**src/rtl/boot_cfg_pkg.sv**
```systemverilog
package boot_cfg_pkg;

    // ----------------------------------------
    // Board classes and bus types
    // ----------------------------------------

    // Carrier board found at power-up
    typedef enum logic [1:0] {
        board_none = 2'd0,
        board_qla  = 2'd1,
        board_dqla = 2'd2,
        board_drac = 2'd3
    } board_t;

    typedef logic [15:0] reg_addr_t;
    typedef logic [31:0] reg_data_t;

    // Connector snapshots, ascending to match the connector pin numbers
    // Pin 0 sits in the MSB position
    typedef logic [0:33] io1_t;
    typedef logic [0:39] io2_t;

    // LED pixel, green in 23:16, red in 15:8, blue in 7:0
    typedef logic [7:0]  color_t;
    typedef logic [3:0]  led_index_t;
    typedef logic [23:0] pixel_t;

    // ----------------------------------------
    // Address map
    // ----------------------------------------

    // Block select in address bits 15:12
    localparam logic [3:0] addr_main = 4'h0;

    // Register select in address bits 3:0
    localparam logic [3:0] reg_status  = 4'd0;
    localparam logic [3:0] reg_version = 4'd7;
    localparam logic [3:0] reg_digin   = 4'd10;
    localparam logic [3:0] reg_tempsns = 4'd11;

    // ASCII "BCFG"
    localparam reg_data_t version_word = 32'h4243_4647;

    // ----------------------------------------
    // LED frame constants
    // ----------------------------------------

    localparam color_t     lit_green = 8'd50;
    // Range of the rotating lit position
    localparam led_index_t lit_first = 4'd1;
    localparam led_index_t lit_last  = 4'd6;

endpackage

```
**src/rtl/pixel_if.sv**
```systemverilog
// Four-phase link carrying one pixel per transfer
// Source sets pix and last, raises req, sink answers with ack
// Source drops req, then sink drops ack
interface pixel_if import boot_cfg_pkg::*; ();

    logic   req;
    logic   ack;
    pixel_t pix;
    // Marks the final pixel of a frame
    logic   last;

    modport source (
        output req,
        output pix,
        output last,
        input  ack
    );

    modport sink (
        input  req,
        input  pix,
        input  last,
        output ack
    );

endinterface

```
**src/rtl/board_detect.sv**
```systemverilog
module board_detect import boot_cfg_pkg::*; (
    input  logic       sysclk,
    input  logic       rst_n,
    input  io1_t       io1,
    input  io2_t       io2,
    output board_t     board,
    output logic [8:0] class_bits
);

    io1_t   io1_q;
    io2_t   io2_q;
    logic   is_none;
    logic   is_qla;
    logic   is_dqla;
    logic   is_drac;
    logic   qla_zeros;
    logic   dqla_zeros;
    logic   dqla_ones;
    logic   drac_zeros;
    logic   drac_ones;
    board_t board_nxt;

    // Pin snapshot, first stage
    always_ff @(posedge sysclk) begin
        io1_q <= io1;
        io2_q <= io2;
    end

    // Pull-ups everywhere means nothing is plugged in
    assign is_none = (&io1_q) && (&io2_q);

    // QLA ties these sixteen pins low
    assign qla_zeros = ~|{io1_q[0], io1_q[31], io1_q[32], io2_q[1], io2_q[3],
                          io2_q[5], io2_q[7], io2_q[11], io2_q[31:38]};
    assign is_qla    = qla_zeros;

    // DQLA: io1 0 low, io1 12 and 31 high
    assign dqla_zeros = ~io1_q[0];
    assign dqla_ones  = io1_q[12] & io1_q[31];
    assign is_dqla    = dqla_zeros & dqla_ones;

    // dRAC has twelve low pins and five high pins
    assign drac_zeros = ~|{io1_q[9], io1_q[12], io1_q[19], io1_q[21], io1_q[23], io1_q[32],
                           io2_q[10], io2_q[15], io2_q[22], io2_q[28], io2_q[29], io2_q[34]};
    assign drac_ones  = &{io2_q[1], io2_q[3], io2_q[31], io2_q[32], io2_q[36]};
    assign is_drac    = drac_zeros & drac_ones;

    // Priority none, drive-rack, dual-axis, qla
    always_comb begin
        if (is_none)      board_nxt = board_none;
        else if (is_drac) board_nxt = board_drac;
        else if (is_dqla) board_nxt = board_dqla;
        else if (is_qla)  board_nxt = board_qla;
        else              board_nxt = board_none;
    end

    // Class register, second stage
    // Raw rule matches in 8:5, partial terms in 4:0
    always_ff @(posedge sysclk) begin
        if (!rst_n) begin
            board      <= board_none;
            class_bits <= '0;
        end else begin
            board      <= board_nxt;
            class_bits <= {is_none, is_qla, is_dqla, is_drac,
                           qla_zeros, dqla_zeros, dqla_ones, drac_zeros, drac_ones};
        end
    end

endmodule

```
**src/rtl/boot_cfg_top.sv**
```systemverilog
module boot_cfg_top import boot_cfg_pkg::*; #(
    parameter int num_leds     = 7,
    parameter int blink_cycles = 12_288_000,
    parameter int clk_hz       = 49_152_000,
    parameter int fifo_depth   = 4
) (
    input  logic        sysclk,
    input  logic        rst_n,
    input  logic [3:0]  board_id,
    input  logic        is_v30,
    input  io1_t        io1,
    input  io2_t        io2,
    input  reg_addr_t   reg_raddr,
    input  logic        blk_rt_rd,
    output reg_data_t   reg_rdata,
    output logic        reg_rwait,
    output logic [31:0] timestamp,
    output logic        led_dout,
    output logic        led_oe
);

    board_t     board;
    logic [8:0] class_bits;

    // Generator to buffer, buffer to encoder
    pixel_if link_a ();
    pixel_if link_b ();

    board_detect i_board_detect (
        .sysclk(sysclk), .rst_n(rst_n), .io1(io1), .io2(io2),
        .board(board), .class_bits(class_bits)
    );

    cfg_reg_bank i_cfg_reg_bank (
        .sysclk(sysclk), .rst_n(rst_n), .reg_raddr(reg_raddr), .blk_rt_rd(blk_rt_rd),
        .board_id(board_id), .is_v30(is_v30), .board(board), .class_bits(class_bits),
        .io1(io1), .io2(io2), .reg_rdata(reg_rdata), .reg_rwait(reg_rwait),
        .timestamp(timestamp)
    );

    led_pattern_gen #(.num_leds(num_leds), .blink_cycles(blink_cycles)) i_led_pattern_gen (
        .sysclk(sysclk), .rst_n(rst_n), .px(link_a.source)
    );

    pixel_buffer #(.fifo_depth(fifo_depth)) i_pixel_buffer (
        .sysclk(sysclk), .rst_n(rst_n), .in_px(link_a.sink), .out_px(link_b.source)
    );

    ws2811_encoder #(.num_leds(num_leds), .clk_hz(clk_hz)) i_ws2811_encoder (
        .sysclk(sysclk), .rst_n(rst_n), .px(link_b.sink), .dout(led_dout)
    );

    // Front-panel LED line only driven on a drive-rack board
    assign led_oe = (board == board_drac);

endmodule

```
**src/rtl/cfg_reg_bank.sv**
```systemverilog
module cfg_reg_bank import boot_cfg_pkg::*; (
    input  logic        sysclk,
    input  logic        rst_n,
    input  reg_addr_t   reg_raddr,
    input  logic        blk_rt_rd,
    input  logic [3:0]  board_id,
    input  logic        is_v30,
    input  board_t      board,
    input  logic [8:0]  class_bits,
    input  io1_t        io1,
    input  io2_t        io2,
    output reg_data_t   reg_rdata,
    output logic        reg_rwait,
    output logic [31:0] timestamp
);

    logic [3:0] class_onehot;
    reg_data_t  status_word;
    reg_data_t  rdata_nxt;

    // Resolved class as one-hot none, qla, dqla, drac
    assign class_onehot = {board == board_none, board == board_qla,
                           board == board_dqla, board == board_drac};

    // 27:24 board id, 23:19 class and V3.0 flag, 18:14 partial terms
    // 13:10 raw rule matches before priority
    // Low ten bits only carry pins during a real-time block read
    assign status_word = {4'd0, board_id, class_onehot, is_v30, class_bits[4:0],
                          class_bits[8:5], (blk_rt_rd ? io1[0:9] : 10'd0)};

    // ----------------------------------------
    // Read mux
    // ----------------------------------------
    always_comb begin
        rdata_nxt = '0;
        if (reg_raddr[15:12] == addr_main) begin
            case (reg_raddr[3:0])
                reg_status:  rdata_nxt = status_word;
                reg_digin:   rdata_nxt = {io1[10:33], io2[0:7]};
                reg_tempsns: rdata_nxt = io2[8:39];
                reg_version: rdata_nxt = version_word;
                default:     rdata_nxt = '0;
            endcase
        end
    end

    // One cycle of read latency
    always_ff @(posedge sysclk) begin
        reg_rdata <= rdata_nxt;
    end

    // Fixed latency, never waits
    assign reg_rwait = 1'b0;

    // Free-running timestamp
    always_ff @(posedge sysclk) begin
        if (!rst_n) timestamp <= '0;
        else        timestamp <= timestamp + 32'd1;
    end

endmodule

```
**src/rtl/led_pattern_gen.sv**
```systemverilog
module led_pattern_gen import boot_cfg_pkg::*; #(
    parameter int num_leds     = 7,
    parameter int blink_cycles = 12_288_000
) (
    input  logic    sysclk,
    input  logic    rst_n,
    pixel_if.source px
);

    typedef enum logic [1:0] {
        idle,
        present,
        wait_ack,
        wait_release
    } gen_state_t;

    localparam int         cnt_w    = $clog2(blink_cycles);
    localparam led_index_t last_idx = led_index_t'(num_leds - 1);

    gen_state_t       state;
    logic [cnt_w-1:0] blink_cnt;
    led_index_t       lit_idx;
    led_index_t       frame_lit;
    led_index_t       pix_idx;
    color_t           green;

    // ----------------------------------------
    // Blink timer and lit position
    // ----------------------------------------
    always_ff @(posedge sysclk) begin
        if (!rst_n) begin
            blink_cnt <= '0;
            lit_idx   <= lit_first;
        end else if (blink_cnt == cnt_w'(blink_cycles - 1)) begin
            blink_cnt <= '0;
            // Step 1..6 and wrap
            lit_idx   <= (lit_idx == lit_last) ? lit_first : lit_idx + 4'd1;
        end else begin
            blink_cnt <= blink_cnt + 1'b1;
        end
    end

    // Only the lit LED gets colour, green only
    assign green = (pix_idx == frame_lit) ? lit_green : '0;

    // ----------------------------------------
    // Frame sequencer
    // ----------------------------------------
    always_ff @(posedge sysclk) begin
        if (!rst_n) begin
            state     <= idle;
            px.req    <= 1'b0;
            pix_idx   <= '0;
            frame_lit <= lit_first;
        end else begin
            case (state)
                // Freeze the lit position for the whole frame
                idle: begin
                    frame_lit <= lit_idx;
                    pix_idx   <= '0;
                    state     <= present;
                end
                present: if (!px.ack) begin
                    px.req <= 1'b1;
                    state  <= wait_ack;
                end
                wait_ack: if (px.ack) begin
                    px.req <= 1'b0;
                    state  <= wait_release;
                end
                wait_release: if (!px.ack) begin
                    // Next frame starts straight after the last pixel
                    if (px.last) begin
                        state <= idle;
                    end else begin
                        pix_idx <= pix_idx + 4'd1;
                        state   <= present;
                    end
                end
                default: state <= idle;
            endcase
        end
    end

    // Pixel data, loaded as req goes high
    always_ff @(posedge sysclk) begin
        if (state == present && !px.ack) begin
            px.pix  <= {green, color_t'(0), color_t'(0)};
            px.last <= (pix_idx == last_idx);
        end
    end

endmodule

```
**src/rtl/pixel_buffer.sv**
```systemverilog
module pixel_buffer import boot_cfg_pkg::*; #(
    parameter int fifo_depth = 4
) (
    input  logic    sysclk,
    input  logic    rst_n,
    pixel_if.sink   in_px,
    pixel_if.source out_px
);

    localparam int ptr_w = $clog2(fifo_depth);
    localparam int cnt_w = $clog2(fifo_depth + 1);

    // Each entry holds the last flag above the pixel
    logic [24:0]      mem [fifo_depth];
    logic [ptr_w-1:0] wr_ptr;
    logic [ptr_w-1:0] rd_ptr;
    logic [cnt_w-1:0] count;
    logic             push;
    logic             pop;
    logic             full;

    assign full = (count == cnt_w'(fifo_depth));

    // Accept a new request only while there is room
    assign push = in_px.req && !in_px.ack && !full;
    // Sink answered, the head entry is consumed
    assign pop  = out_px.req && out_px.ack;

    always_ff @(posedge sysclk) begin
        if (push) mem[wr_ptr] <= {in_px.last, in_px.pix};
    end

    // Head entry stays put until popped, so data is stable under req
    assign out_px.last = mem[rd_ptr][24];
    assign out_px.pix  = mem[rd_ptr][23:0];

    always_ff @(posedge sysclk) begin
        if (!rst_n) begin
            wr_ptr     <= '0;
            rd_ptr     <= '0;
            count      <= '0;
            in_px.ack  <= 1'b0;
            out_px.req <= 1'b0;
        end else begin
            // Input side agent
            if (push) begin
                in_px.ack <= 1'b1;
                wr_ptr    <= (wr_ptr == ptr_w'(fifo_depth - 1)) ? '0 : wr_ptr + 1'b1;
            end else if (in_px.ack && !in_px.req) begin
                in_px.ack <= 1'b0;
            end

            // Output side agent, waits for ack low before a new offer
            if (pop) begin
                out_px.req <= 1'b0;
                rd_ptr     <= (rd_ptr == ptr_w'(fifo_depth - 1)) ? '0 : rd_ptr + 1'b1;
            end else if (!out_px.req && !out_px.ack && count != '0) begin
                out_px.req <= 1'b1;
            end

            count <= count + cnt_w'(push) - cnt_w'(pop);
        end
    end

endmodule

```
**src/rtl/ws2811_encoder.sv**
```systemverilog
module ws2811_encoder import boot_cfg_pkg::*; #(
    parameter int num_leds = 7,
    parameter int clk_hz   = 49_152_000
) (
    input  logic  sysclk,
    input  logic  rst_n,
    pixel_if.sink px,
    output logic  dout
);

    typedef enum logic [2:0] {
        idle,
        load,
        high_phase,
        low_phase,
        gap
    } enc_state_t;

    // Bit timing in clock cycles, rounded
    localparam int bit_cycles  = int'(clk_hz * 2.5e-6);
    localparam int one_cycles  = int'(clk_hz * 1.2e-6);
    localparam int zero_cycles = int'(clk_hz * 0.5e-6);
    localparam int gap_cycles  = int'(clk_hz * 50.0e-6);
    localparam int cnt_w       = $clog2(gap_cycles + 1);
    localparam led_index_t last_idx = led_index_t'(num_leds - 1);

    enc_state_t       state;
    logic [cnt_w-1:0] cnt;
    logic [cnt_w-1:0] hi_len;
    logic [4:0]       bit_cnt;
    led_index_t       pix_cnt;
    pixel_t           shift;
    logic             last_q;

    // High time depends on the bit being sent, MSB first
    assign hi_len = shift[23] ? cnt_w'(one_cycles) : cnt_w'(zero_cycles);

    // Shift register, green byte leaves first
    // Frame also ends once the chain length is reached
    always_ff @(posedge sysclk) begin
        if (state == load) begin
            shift  <= px.pix;
            last_q <= px.last || (pix_cnt == last_idx);
        end else if (state == low_phase && cnt == cnt_w'(bit_cycles - 1)) begin
            shift <= {shift[22:0], 1'b0};
        end
    end

    always_ff @(posedge sysclk) begin
        if (!rst_n) begin
            state   <= idle;
            px.ack  <= 1'b0;
            dout    <= 1'b0;
            cnt     <= '0;
            bit_cnt <= '0;
            pix_cnt <= '0;
        end else begin
            // Release ack once the buffer drops req
            if (px.ack && !px.req) px.ack <= 1'b0;

            case (state)
                idle: if (px.req && !px.ack) state <= load;
                // Ack goes up only as shifting begins
                load: begin
                    px.ack  <= 1'b1;
                    bit_cnt <= '0;
                    cnt     <= '0;
                    dout    <= 1'b1;
                    state   <= high_phase;
                end
                high_phase: begin
                    cnt <= cnt + 1'b1;
                    if (cnt == hi_len - 1'b1) begin
                        dout  <= 1'b0;
                        state <= low_phase;
                    end
                end
                low_phase: begin
                    if (cnt == cnt_w'(bit_cycles - 1)) begin
                        cnt <= '0;
                        if (bit_cnt == 5'd23) begin
                            pix_cnt <= last_q ? '0 : pix_cnt + 4'd1;
                            state   <= last_q ? gap : idle;
                        end else begin
                            bit_cnt <= bit_cnt + 5'd1;
                            dout    <= 1'b1;
                            state   <= high_phase;
                        end
                    end else begin
                        cnt <= cnt + 1'b1;
                    end
                end
                // Latch gap, line held low
                gap: begin
                    if (cnt == cnt_w'(gap_cycles - 1)) begin
                        cnt   <= '0;
                        state <= idle;
                    end else begin
                        cnt <= cnt + 1'b1;
                    end
                end
                default: state <= idle;
            endcase
        end
    end

endmodule

```
**config.mk**
```make
export PLATFORM = sky130hd
export DESIGN_NAME = boot_cfg_top
export DESIGN_NICKNAME = d
export VERILOG_FILES = /design/src/rtl/boot_cfg_pkg.sv /design/src/rtl/pixel_if.sv /design/src/rtl/board_detect.sv /design/src/rtl/boot_cfg_top.sv /design/src/rtl/cfg_reg_bank.sv /design/src/rtl/led_pattern_gen.sv /design/src/rtl/pixel_buffer.sv /design/src/rtl/ws2811_encoder.sv
export SDC_FILE = /design/constraint.sdc
export NUM_CORES = 1
export LEC_CHECK = 0
export BUFFER_PORTS_ARGS = -buffer_cell sky130_fd_sc_hd__buf_2
export CELL_PAD_IN_SITES_DETAIL_PLACEMENT = 0
export CELL_PAD_IN_SITES_GLOBAL_PLACEMENT = 2
export CORE_UTILIZATION = 35
export DETAILED_ROUTE_END_ITERATION = 8
export PLACE_DENSITY = 0.86
export SYNTH_ARGS = -nofsm -noshare
export SYNTH_HDL_FRONTEND = slang
export SYNTH_SLANG_ARGS = --single-unit
```
**constraint.sdc**
```tcl
create_clock -name sysclk -period 2.28 [get_ports sysclk]
set_input_delay 0.456 -clock sysclk [delete_from_list [all_inputs] [get_ports sysclk]]
set_output_delay 0.456 -clock sysclk [all_outputs]
set_load 0.05 [all_outputs]
```
After elaboration in Yosys (flattened, before gate mapping):

Memory sizes are Yosys's and may differ from the RTL's. A register that Yosys moved wholly into a read port is not among the register bits.
Index checks and enable logic that the tools add are counted.

* register bits after elaboration: 257
* bits in writable memories: 36
* input port bits: 98
* output and inout bits: 67
* word-level logic and storage cells: 176
* memories: 1

* $add $sub $neg: 12
* equality and inequality tests: 34
* multiplexer cells: 49
* bitwise operators: 5
* reductions and logical operators: 48

Memories
* i_pixel_buffer.mem: depth 4, width 9, read ports 1, clocked after memory_dff 1, write ports 1, RTL line pixel_buffer.sv:14 `logic [24:0] mem [fifo_depth];`

Operators by type and width (number)
* one-hot mux 32 bit (4 select lines): 1
* two-way mux 24 bit: 2
* one-hot mux 12 bit (4 select lines): 1
* AND reduction 40 bit: 1
* AND reduction 34 bit: 1
* adder 32 x 1 -> 32 bit, second input constant: 1
* adder 24 x 1 -> 24 bit, second input constant: 1
* == test 24 bit, second input constant: 1
* two-way mux 12 bit: 2
* two-way mux 2 bit: 9
* two-way mux 3 bit: 6
* == test 4 x 3 -> 1 bit, second input constant: 4
* two-way mux 4 bit: 4
* OR reduction 16 bit: 1
* one-hot mux 3 bit (5 select lines): 1
* AND reduction 3 bit: 5
* two-way mux 1 bit: 13
* adder 12 x 1 -> 12 bit, second input constant: 1
* adder 4 x 1 -> 4 bit, second input constant: 3
* == test 12 bit: 1
* == test 12 bit, second input constant: 1
* == test 12 x 7 -> 1 bit, second input constant: 1
* == test 2 bit, second input constant: 6
* two-way mux 6 bit: 2
* other kinds (36): 79

Longest topological paths before layout:

Gate-level depths: netlist of the first run.

* depth after elaboration: 5
* depth in mapped cells: 9
* gate-level depth less buffers: 9

By module:

From an unflattened synthesis of the first run, not the netlist that was laid out.

* cell total of the unflattened synthesis: 1130
* area, all modules: 13633.1 µm²

By module, submodules not included
* pixel_buffer: instances 1, cells each 186, area an instance 4147.7 µm², seq. area each 3223.1 µm²
* cfg_reg_bank: instances 1, cells each 316, area an instance 2787.7 µm², seq. area each 1281.2 µm²
* ws2811_encoder: instances 1, cells each 247, area an instance 2581.2 µm², seq. area each 1271.2 µm²
* led_pattern_gen: instances 1, cells each 245, area an instance 2135.8 µm², seq. area each 840.8 µm²
* board_detect: instances 1, cells each 135, area an instance 1974.4 µm², seq. area each 1681.6 µm²
* boot_cfg_top: instances 1, cells each 1, area an instance 6.3 µm², seq. area each 0.0 µm²

Worst setup path before layout of the first run:

No wires, ideal clock.

* path type: register to register
* start point: register i_cfg_reg_bank.timestamp[0]
* end point: register i_cfg_reg_bank.timestamp[30]
* library setup time: 0.128 ns
* arrival time: 2.176 ns
* required time: 2.152 ns
* path slack: -0.023 ns
* cell stages (with the launch flop): 8
* buffers on the path: 0
* clock period less this slack: 2.303 ns
* cell sequence: dfxtp_1 -> ha_1 -> and4_1 -> nand4_1 -> nor3_1 -> nand3_1 -> xor2_1 -> nor2_1

* cells in the longest elaborated chain, start to end: 1

RTL lines
* start: declaration: RTL line cfg_reg_bank.sv:14 `output logic [31:0] timestamp`
* start signal: assignment: RTL line cfg_reg_bank.sv:58 `else timestamp <= timestamp + 32'd1;`
* adder 32 x 1 -> 32 bit: RTL line cfg_reg_bank.sv:58

No other way between the ends.
A chain may end at the register's enable or synchronous reset.

Final worst setup path of the first run:

* start point: register i_ws2811_encoder.cnt[1]
* end point: register i_ws2811_encoder.pix_cnt[2]

* cells in the longest elaborated chain, start to end: 2

RTL lines
* start: declaration: RTL line ws2811_encoder.sv:28 `logic [cnt_w-1:0] cnt;`
* start signal: assignment: RTL line ws2811_encoder.sv:72 `cnt <= cnt + 1'b1;`
* start signal: assignment: RTL line ws2811_encoder.sv:90 `cnt <= cnt + 1'b1;`
* start signal: assignment: RTL line ws2811_encoder.sv:99 `cnt <= cnt + 1'b1;`
* == test 12 x 7 -> 1 bit: RTL line ws2811_encoder.sv:79 `if (cnt == cnt_w'(bit_cycles - 1)) begin`
* AND reduction 3 bit (no source line)
* end signal: assignment: RTL line ws2811_encoder.sv:82 `pix_cnt <= last_q ? '0 : pix_cnt + 4'd1;`
* end: declaration: RTL line ws2811_encoder.sv:31 `led_index_t pix_cnt;`

No other way between the ends.

==> results of run 1 <==
## cells in the final DEF, fill, tap and decap left out, drive strengths merged, types with 3 or more instances in the layout
cell type	count
diode	3
or2	6
mux2i	8
nor3b	7
and2	15
nor4	17
nand3	36
xnor2	23
and3	14
or3	7
nand4	36
edfxtp	18
buf	175
dfxtp	224
and3b	3
a21o	4
ha	22
clkbuf	34
nand3b	3
xor2	42
nor3	15
and4	6
o21ai	22
a21oi	25
clkinv	4
nand2b	6
a222oi	15
a22oi	16
a31oi	13
nor2	114
nand2	73
nor2b	9
inv	25
o311ai	3
## metrics by stage
stage	hold WS, ns	area [sq um]	util [%]
2_1_floorplan	0.4250	9039	-
5_1_grt	0.02719	11110	43.98
4_1_cts	0.01986	11100	43.96
3_5_place_dp	0.4477	10280	40.69
3_3_place_gp	0.4415	10280	40.69
6_report	0.04288	11110	43.99
## state kept, by name, summed over array words and instances, names as in the netlist, 5 cells and up, named ones only
register and count:
i_cfg_reg_bank.reg_rdata 32, i_led_pattern_gen.blink_cnt 24, i_ws2811_encoder.cnt 12, i_ws2811_encoder.shift 7, i_cfg_reg_bank.timestamp 32, i_board_detect.io2_q 40
i_board_detect.class_bits 8, i_pixel_buffer.mem 8, i_ws2811_encoder.bit_cnt 5, i_board_detect.io1_q 34
## critical path, cell delays in order, from the launching register on
cell and delay (ns):
dfxtp_1 0.45, ha_1 0.19, and3_1 0.21, nand4_2 0.20, nand2b_2 0.30, or4b_1 0.52, a21oi_1 0.15
## worst min path at each step
| stage | startpoint | endpoint | slack [ns] | cells past startpoint |
|---|---|---|---|---|
| after detailed placement | i_ws2811_encoder.px.ack | i_pixel_buffer.out_px.req | 0.45 | 1 |
| after floorplan | i_ws2811_encoder.px.ack | i_pixel_buffer.out_px.req | 0.43 | 1 |
| final | io2[13] | i_board_detect.io2_q[13] | 0.04 | 1 |
| after global routing | io2[22] | i_board_detect.io2_q[22] | 0.03 | 1 |
| after global placement | i_ws2811_encoder.px.ack | i_pixel_buffer.out_px.req | 0.44 | 1 |
| after CTS | io2[21] | i_board_detect.io2_q[21] | 0.02 | 1 |
## power groups by stage
stage	sequential [mW]	combinational (mW)	clock, mW
floorplan	4.83	0.759	0
CTS	4.78	1.10	4.19
global placement	4.86	1.08	0
global route	4.81	1.23	4.38
finish	4.77	1.08	4.08
detailed placement	4.87	1.09	0
## final cells by class
class,count,area [sq um],area share (%)
sequential,242,5027,45.26
multi-input combinational,593,3786,34.08
tap,330,412.9,3.717
clock buffer,34,719.4,6.477
clock inverter,9,105.1,0.9462
timing repair buffer,175,963.4,8.673
inverter,23,86.33,0.7772
antenna,3,7.507,0.06758
## logic make-up (layout without fill, tap and decap cells)
| logic type | after synthesis | count (layout) |
|---|---|---|
| flops | 242 | 242 |
| simple gates | 378 | 378 |
| mux | 10 | 10 |
| fa+ha+maj | 23 | 23 |
| buf+inv | 59 | 241 |
| other cells | 1 | 4 |
| compound gates | 116 | 116 |
| xor+xnor | 65 | 65 |
## layer usage
| metal | part of all wire [%] | vias up | track usage (%) |
|---|---|---|---|
| met3 | 5.6 | 30 | 3.387 |
| met1 | 48 | 3172 | 21.36 |
| li1 | - | 3486 | - |
| met4 | 2.0 | 0 | 4.843 |
| met2 | 45 | 154 | 24.55 |
| met5 | 0 | - | 0 |
==> impl_metrics.toml, run 1 <==
[critical_path]
required_ns = 2.72
ff2ff_path_depth = 6
cp.arrival_ns = 2.52
crit_start = "i_ws2811_encoder.cnt[1]"
rr_startpoint = "i_ws2811_encoder.cnt[1]"
start_kind = "flip-flop"
critPathKind = "flip-flop to flip-flop"
rrSetupSlack_ns = 0.20
worst-path-max-fanout = 8
endpoint = "i_ws2811_encoder.pix_cnt[2]"
r2r-end = "i_ws2811_encoder.pix_cnt[2]"
end_kind = "flip-flop"

[routing]
vias = 6842
drtIter0Drc = 380
first_pass_iters = 4
wirelength_mm = 20.75
via_per_inst = 4.856
final_antenna_net_count = 0
drcViolationCount = 0
wl_per_cell_um = 14.73

[power]
fin_total_pwr_mw = 9.934
p_sw_share_pct = 24.84
power_frac_seq_pct = 48.1
ir_drop_uv = 562.6
power.internal_mw = 7.466
comb_power_share_pct = 10.9
power_density_mw_per_mm2 = 894.3
p_switching_mw = 2.468
power.share.clock_pct = 41.0
p_leak_nw = 4.457

[clocking]
clk-insertion-delay-late_ns = 0.52
cts.sinks = 242
cts_made_buffers = 25
cts_tree = "built"
htree_num_levels = 1
clockRootBuffer = "clkbuf_16"
post-cts-setup-buffers = 0
clockBufferDepth = 3
clk_pin_slew_ns = 0.06
hold_buffers = 0
postCtsResizedCells = 0

[floorplan]
initial_core_util_pct = 35.78
num_rows = 58
dieArea_sq_mm = 0.02646
dieHeight_um = 162.7
io_pins = 165
chipWidth_um = 162.7
core_sq_mm = 0.02525

[sta]
setup_slack_ns = 0.1997
setup_viol = 0
min_period_ns = 2.080
drv_slew = 0
rsz0062_at_grt = "no"
worst_pin_slew_ns = 0.7219
fmax_mhz = 480.7
skew_ns = 0.01338
relSlewSlack_pct = 51.70
finalCritPeriodShare_pct = 91.24
tns_ns = 0
hold_violations = 0

[global_route]
grt_pass1_wl_mm = 33.78
grt_overflow = 0
grt_start_max_net_pins = 66
grt_antenna_before_repair = 2
grt.total_usage_pct = 15.63
grt_pass1_vias = 6752

[synthesis]
yosysTopAreaCell = "dfxtp_1"
synth-seq-cells = 242
synth_xor_area_share_pct = 6.300
synthAdderAreaFrac_pct = 3.268
synth_area_sq_mm = 0.009036
synth_top_area_share_pct = 49.63
yosysWarnings = 0
synth-simple-area-share_pct = 21.77
syn_area_per_cell_sq_um = 10.11
ys_types = 72
syn-num-nets = 1015
synth_edf_count = 18
ys.flop_type = "dfxtp_1"
yosys.cell_count.top_type = "dfxtp_1"
synthTopCellsByArea = "dfxtp_1 50%, edfxtp_1 6.0%, nor2_1 4.7%"
ys_async_sr_fraction_pct = 0
synth-compound-area-share_pct = 8.945
synth.mux.area_fraction_pct = 1.385
synth_top_family_by_area = "simple AND/OR/NAND/NOR gates"
synthCells = 894
synth_common_cells = "224 x dfxtp_1, 114 x nor2_1, 73 x nand2_1, 42 x xor2_1, 36 x nand3_1"
seq_area_frac_synth_pct = 55.61

[placement]
dp.cells = 1363
port_buffers = 155
place_congestion = 0.7590
pre_cts_ws_ns = 0.2194
post-dp-hpwl_mm = 14.63

[final_layout]
synthToLayoutAreaGrowth_pct = 22.93
final-instance-count-excl-fill = 1409
layout-drive-gt1-share_pct = 22.86
nets = 1181
fillers = 2501

[run]
drv_cap = 0

[worst_hold_path]
hold_class = "input pin to flip-flop"

[status]
status = "complete, no violations"
No activity file was read; power rests on OpenSTA's default activity.
==> run 2, diff against run 1 <==
--- a/config.mk
+++ b/config.mk
@@ -5,12 +5,13 @@
 export SDC_FILE = /design/constraint.sdc
 export NUM_CORES = 1
 export LEC_CHECK = 0
-export BUFFER_PORTS_ARGS = -buffer_cell sky130_fd_sc_hd__buf_2
+export ABC_AREA = 0
 export CELL_PAD_IN_SITES_DETAIL_PLACEMENT = 0
 export CELL_PAD_IN_SITES_GLOBAL_PLACEMENT = 2
 export CORE_UTILIZATION = 35
 export DETAILED_ROUTE_END_ITERATION = 8
-export PLACE_DENSITY = 0.86
+export DONT_BUFFER_PORTS = 1
+export PLACE_DENSITY = 0.77
 export SYNTH_ARGS = -nofsm -noshare
 export SYNTH_HDL_FRONTEND = slang
 export SYNTH_SLANG_ARGS = --single-unit
==> run 2 against run 1 <==
  * Global-route usage is 0.42 points higher
  * Worst setup slack better by 0.032 ns
  * First-iteration DRC count is 9.7% higher
  * Power is 5.0% higher
  * Critical endpoint unchanged
  * Highest routed layer unchanged
==> impl_metrics.toml, run 2 (synthesis gave the netlist of run 1 again) <==
[status]
status = "complete, no violations"

[clocking]
clk-insertion-delay-late_ns = 0.52
post-cts-setup-buffers = 0
cts_made_buffers = 26
cts.sinks = 242
hold_buffers = 75
htree_num_levels = 1
clockBufferDepth = 3
clk_pin_slew_ns = 0.06
cts_tree = "built"
clockRootBuffer = "clkbuf_16"
postCtsResizedCells = 0

[power]
ir_drop_uv = 640.1
comb_power_share_pct = 10.1
power.internal_mw = 7.959
p_sw_share_pct = 23.73
p_leak_nw = 4.267
power_frac_seq_pct = 46.0
power_density_mw_per_mm2 = 913.8
p_switching_mw = 2.476
power.share.clock_pct = 43.9

[final_layout]
reg_top3 = "i_board_detect.io2_q: 40 flops, i_board_detect.io1_q: 34 flops"
top_register = "i_board_detect.io2_q"
final_cell_mix = "222 x dfxtp_1, 113 x nor2_1, 75 x dlygate4sd3_1, 73 x nand2_1, 46 x buf_4"
layout-drive-gt1-share_pct = 11.87
synthToLayoutAreaGrowth_pct = 26.38
largest_reg_flops = 40
layout_commonest_cell = "dfxtp_1"
nets = 1130

[critical_path]
cp_cell_sequence = "ha_1 > and3_1 > nand4_2 > nand2b_2 > or4b_1 > a21oi_1"
end_kind = "flip-flop"
rr_startpoint = "i_ws2811_encoder.cnt[1]"
cp.arrival_ns = 2.49
start_kind = "flip-flop"
max_stage_delay_ns = 0.52
cp_slowest_cell = "or4b_1"
crit_start = "i_ws2811_encoder.cnt[1]"
required_ns = 2.73
critPathKind = "flip-flop to flip-flop"
cp_top_family = "simple AND/OR/NAND/NOR gates"
worst-path-max-fanout = 8
cp.buffers_inverters = 0

[placement]
port_buffers = 0
post-dp-hpwl_mm = 14.34
place_congestion = 0.7644

[routing]
vias = 6816
via_per_inst = 5.015
final_antenna_net_count = 0
first_pass_iters = 6
wirelength_mm = 21.33
drcViolationCount = 0
drtIter0Drc = 417
wl_per_cell_um = 15.70

[global_route]
grt_pass1_wl_mm = 34.51
grt_antenna_before_repair = 0
grt_start_max_net_pins = 66
grt.total_usage_pct = 16.05
grt_pass1_vias = 6840
grt_overflow = 0

[sta]
relSlewSlack_pct = 56.47
rsz0062_at_grt = "no"
finalCritPeriodShare_pct = 89.85
skew_ns = 0.008736
min_period_ns = 2.049
setup_viol = 0
fmax_mhz = 488.1
drv_slew = 0
worst_pin_slew_ns = 0.6512
hold_violations = 0
whs_ns = 0.07036
tns_ns = 0

[floorplan]
num_rows = 58
dieHeight_um = 162.7
chipWidth_um = 162.7
core_sq_mm = 0.02525
dieArea_sq_mm = 0.02646
initial_core_util_pct = 35.78
io_pins = 165

[run]
drv_cap = 0

[worst_hold_path]
hp-start = "rst_n"
hold_class = "input pin to flip-flop"
run 2: area by class of cell:
| class | instances | area [sq um] |
|---|---|---|
| clock buffer | 42 | 887.1 |
| tap | 330 | 412.9 |
| inverter | 23 | 86.33 |
| antenna | 1 | 2.502 |
| multi-input combinational | 593 | 3786 |
| clock inverter | 5 | 81.33 |
| sequential | 242 | 5027 |
| fill | 2417 | 13830 |
| timing repair buffer | 123 | 1136 |
run 2: power groups by stage:
| stage | sequential (mW) | clock [mW] | combinational (mW) |
|---|---|---|---|
| 2_1_floorplan | 4.83 | 0 | 0.759 |
| 3_3_place_gp | 4.89 | 0 | 0.953 |
| 3_5_place_dp | 4.89 | 0 | 0.956 |
| 4_1_cts | 4.80 | 4.68 | 1.07 |
| 5_1_grt | 4.83 | 4.84 | 1.21 |
| 6_report | 4.80 | 4.58 | 1.05 |
run 2: final timing paths:
| path | slack (ns) | end | cells after the start |
|---|---|---|---|
| setup / recovery | 0.23 | i_ws2811_encoder.pix_cnt[2] | 6 |
| hold / removal | 0.07 | i_pixel_buffer.count[0] | 1 |
| setup reg to reg | 0.23 | i_ws2811_encoder.pix_cnt[2] | 6 |
| hold reg to reg | 0.47 | i_pixel_buffer.out_px.req | 1 |
run 2: through the flow:
| step | area (sq um) | cells | utilization, % | total power, mW | setup WS (ns) |
|---|---|---|---|---|---|
| after floorplan | 9039 | 894 | - | 5.592 | 0.1529 |
| after global placement | 9698 | 1236 | 38.40 | 5.845 | 0.2574 |
| after detailed placement | 9698 | 1236 | 38.40 | 5.851 | 0.2537 |
| after CTS | 11420 | 1358 | 45.21 | 10.56 | 0.2312 |
| after global routing | 11420 | 1358 | 45.21 | 10.89 | 0.09131 |
| final | 11420 | 1359 | 45.22 | 10.44 | 0.2314 |
run 2: layer usage:
metal / part of all wire (%) / up-vias / global-route usage [%]
met1: 46 / 3218 / 21.30
li1: - / 3388 / -
met3: 6.5 / 39 / 3.896
met5: 0 / - / 0
met4: 2.0 / 0 / 4.545
met2: 45 / 171 / 25.82
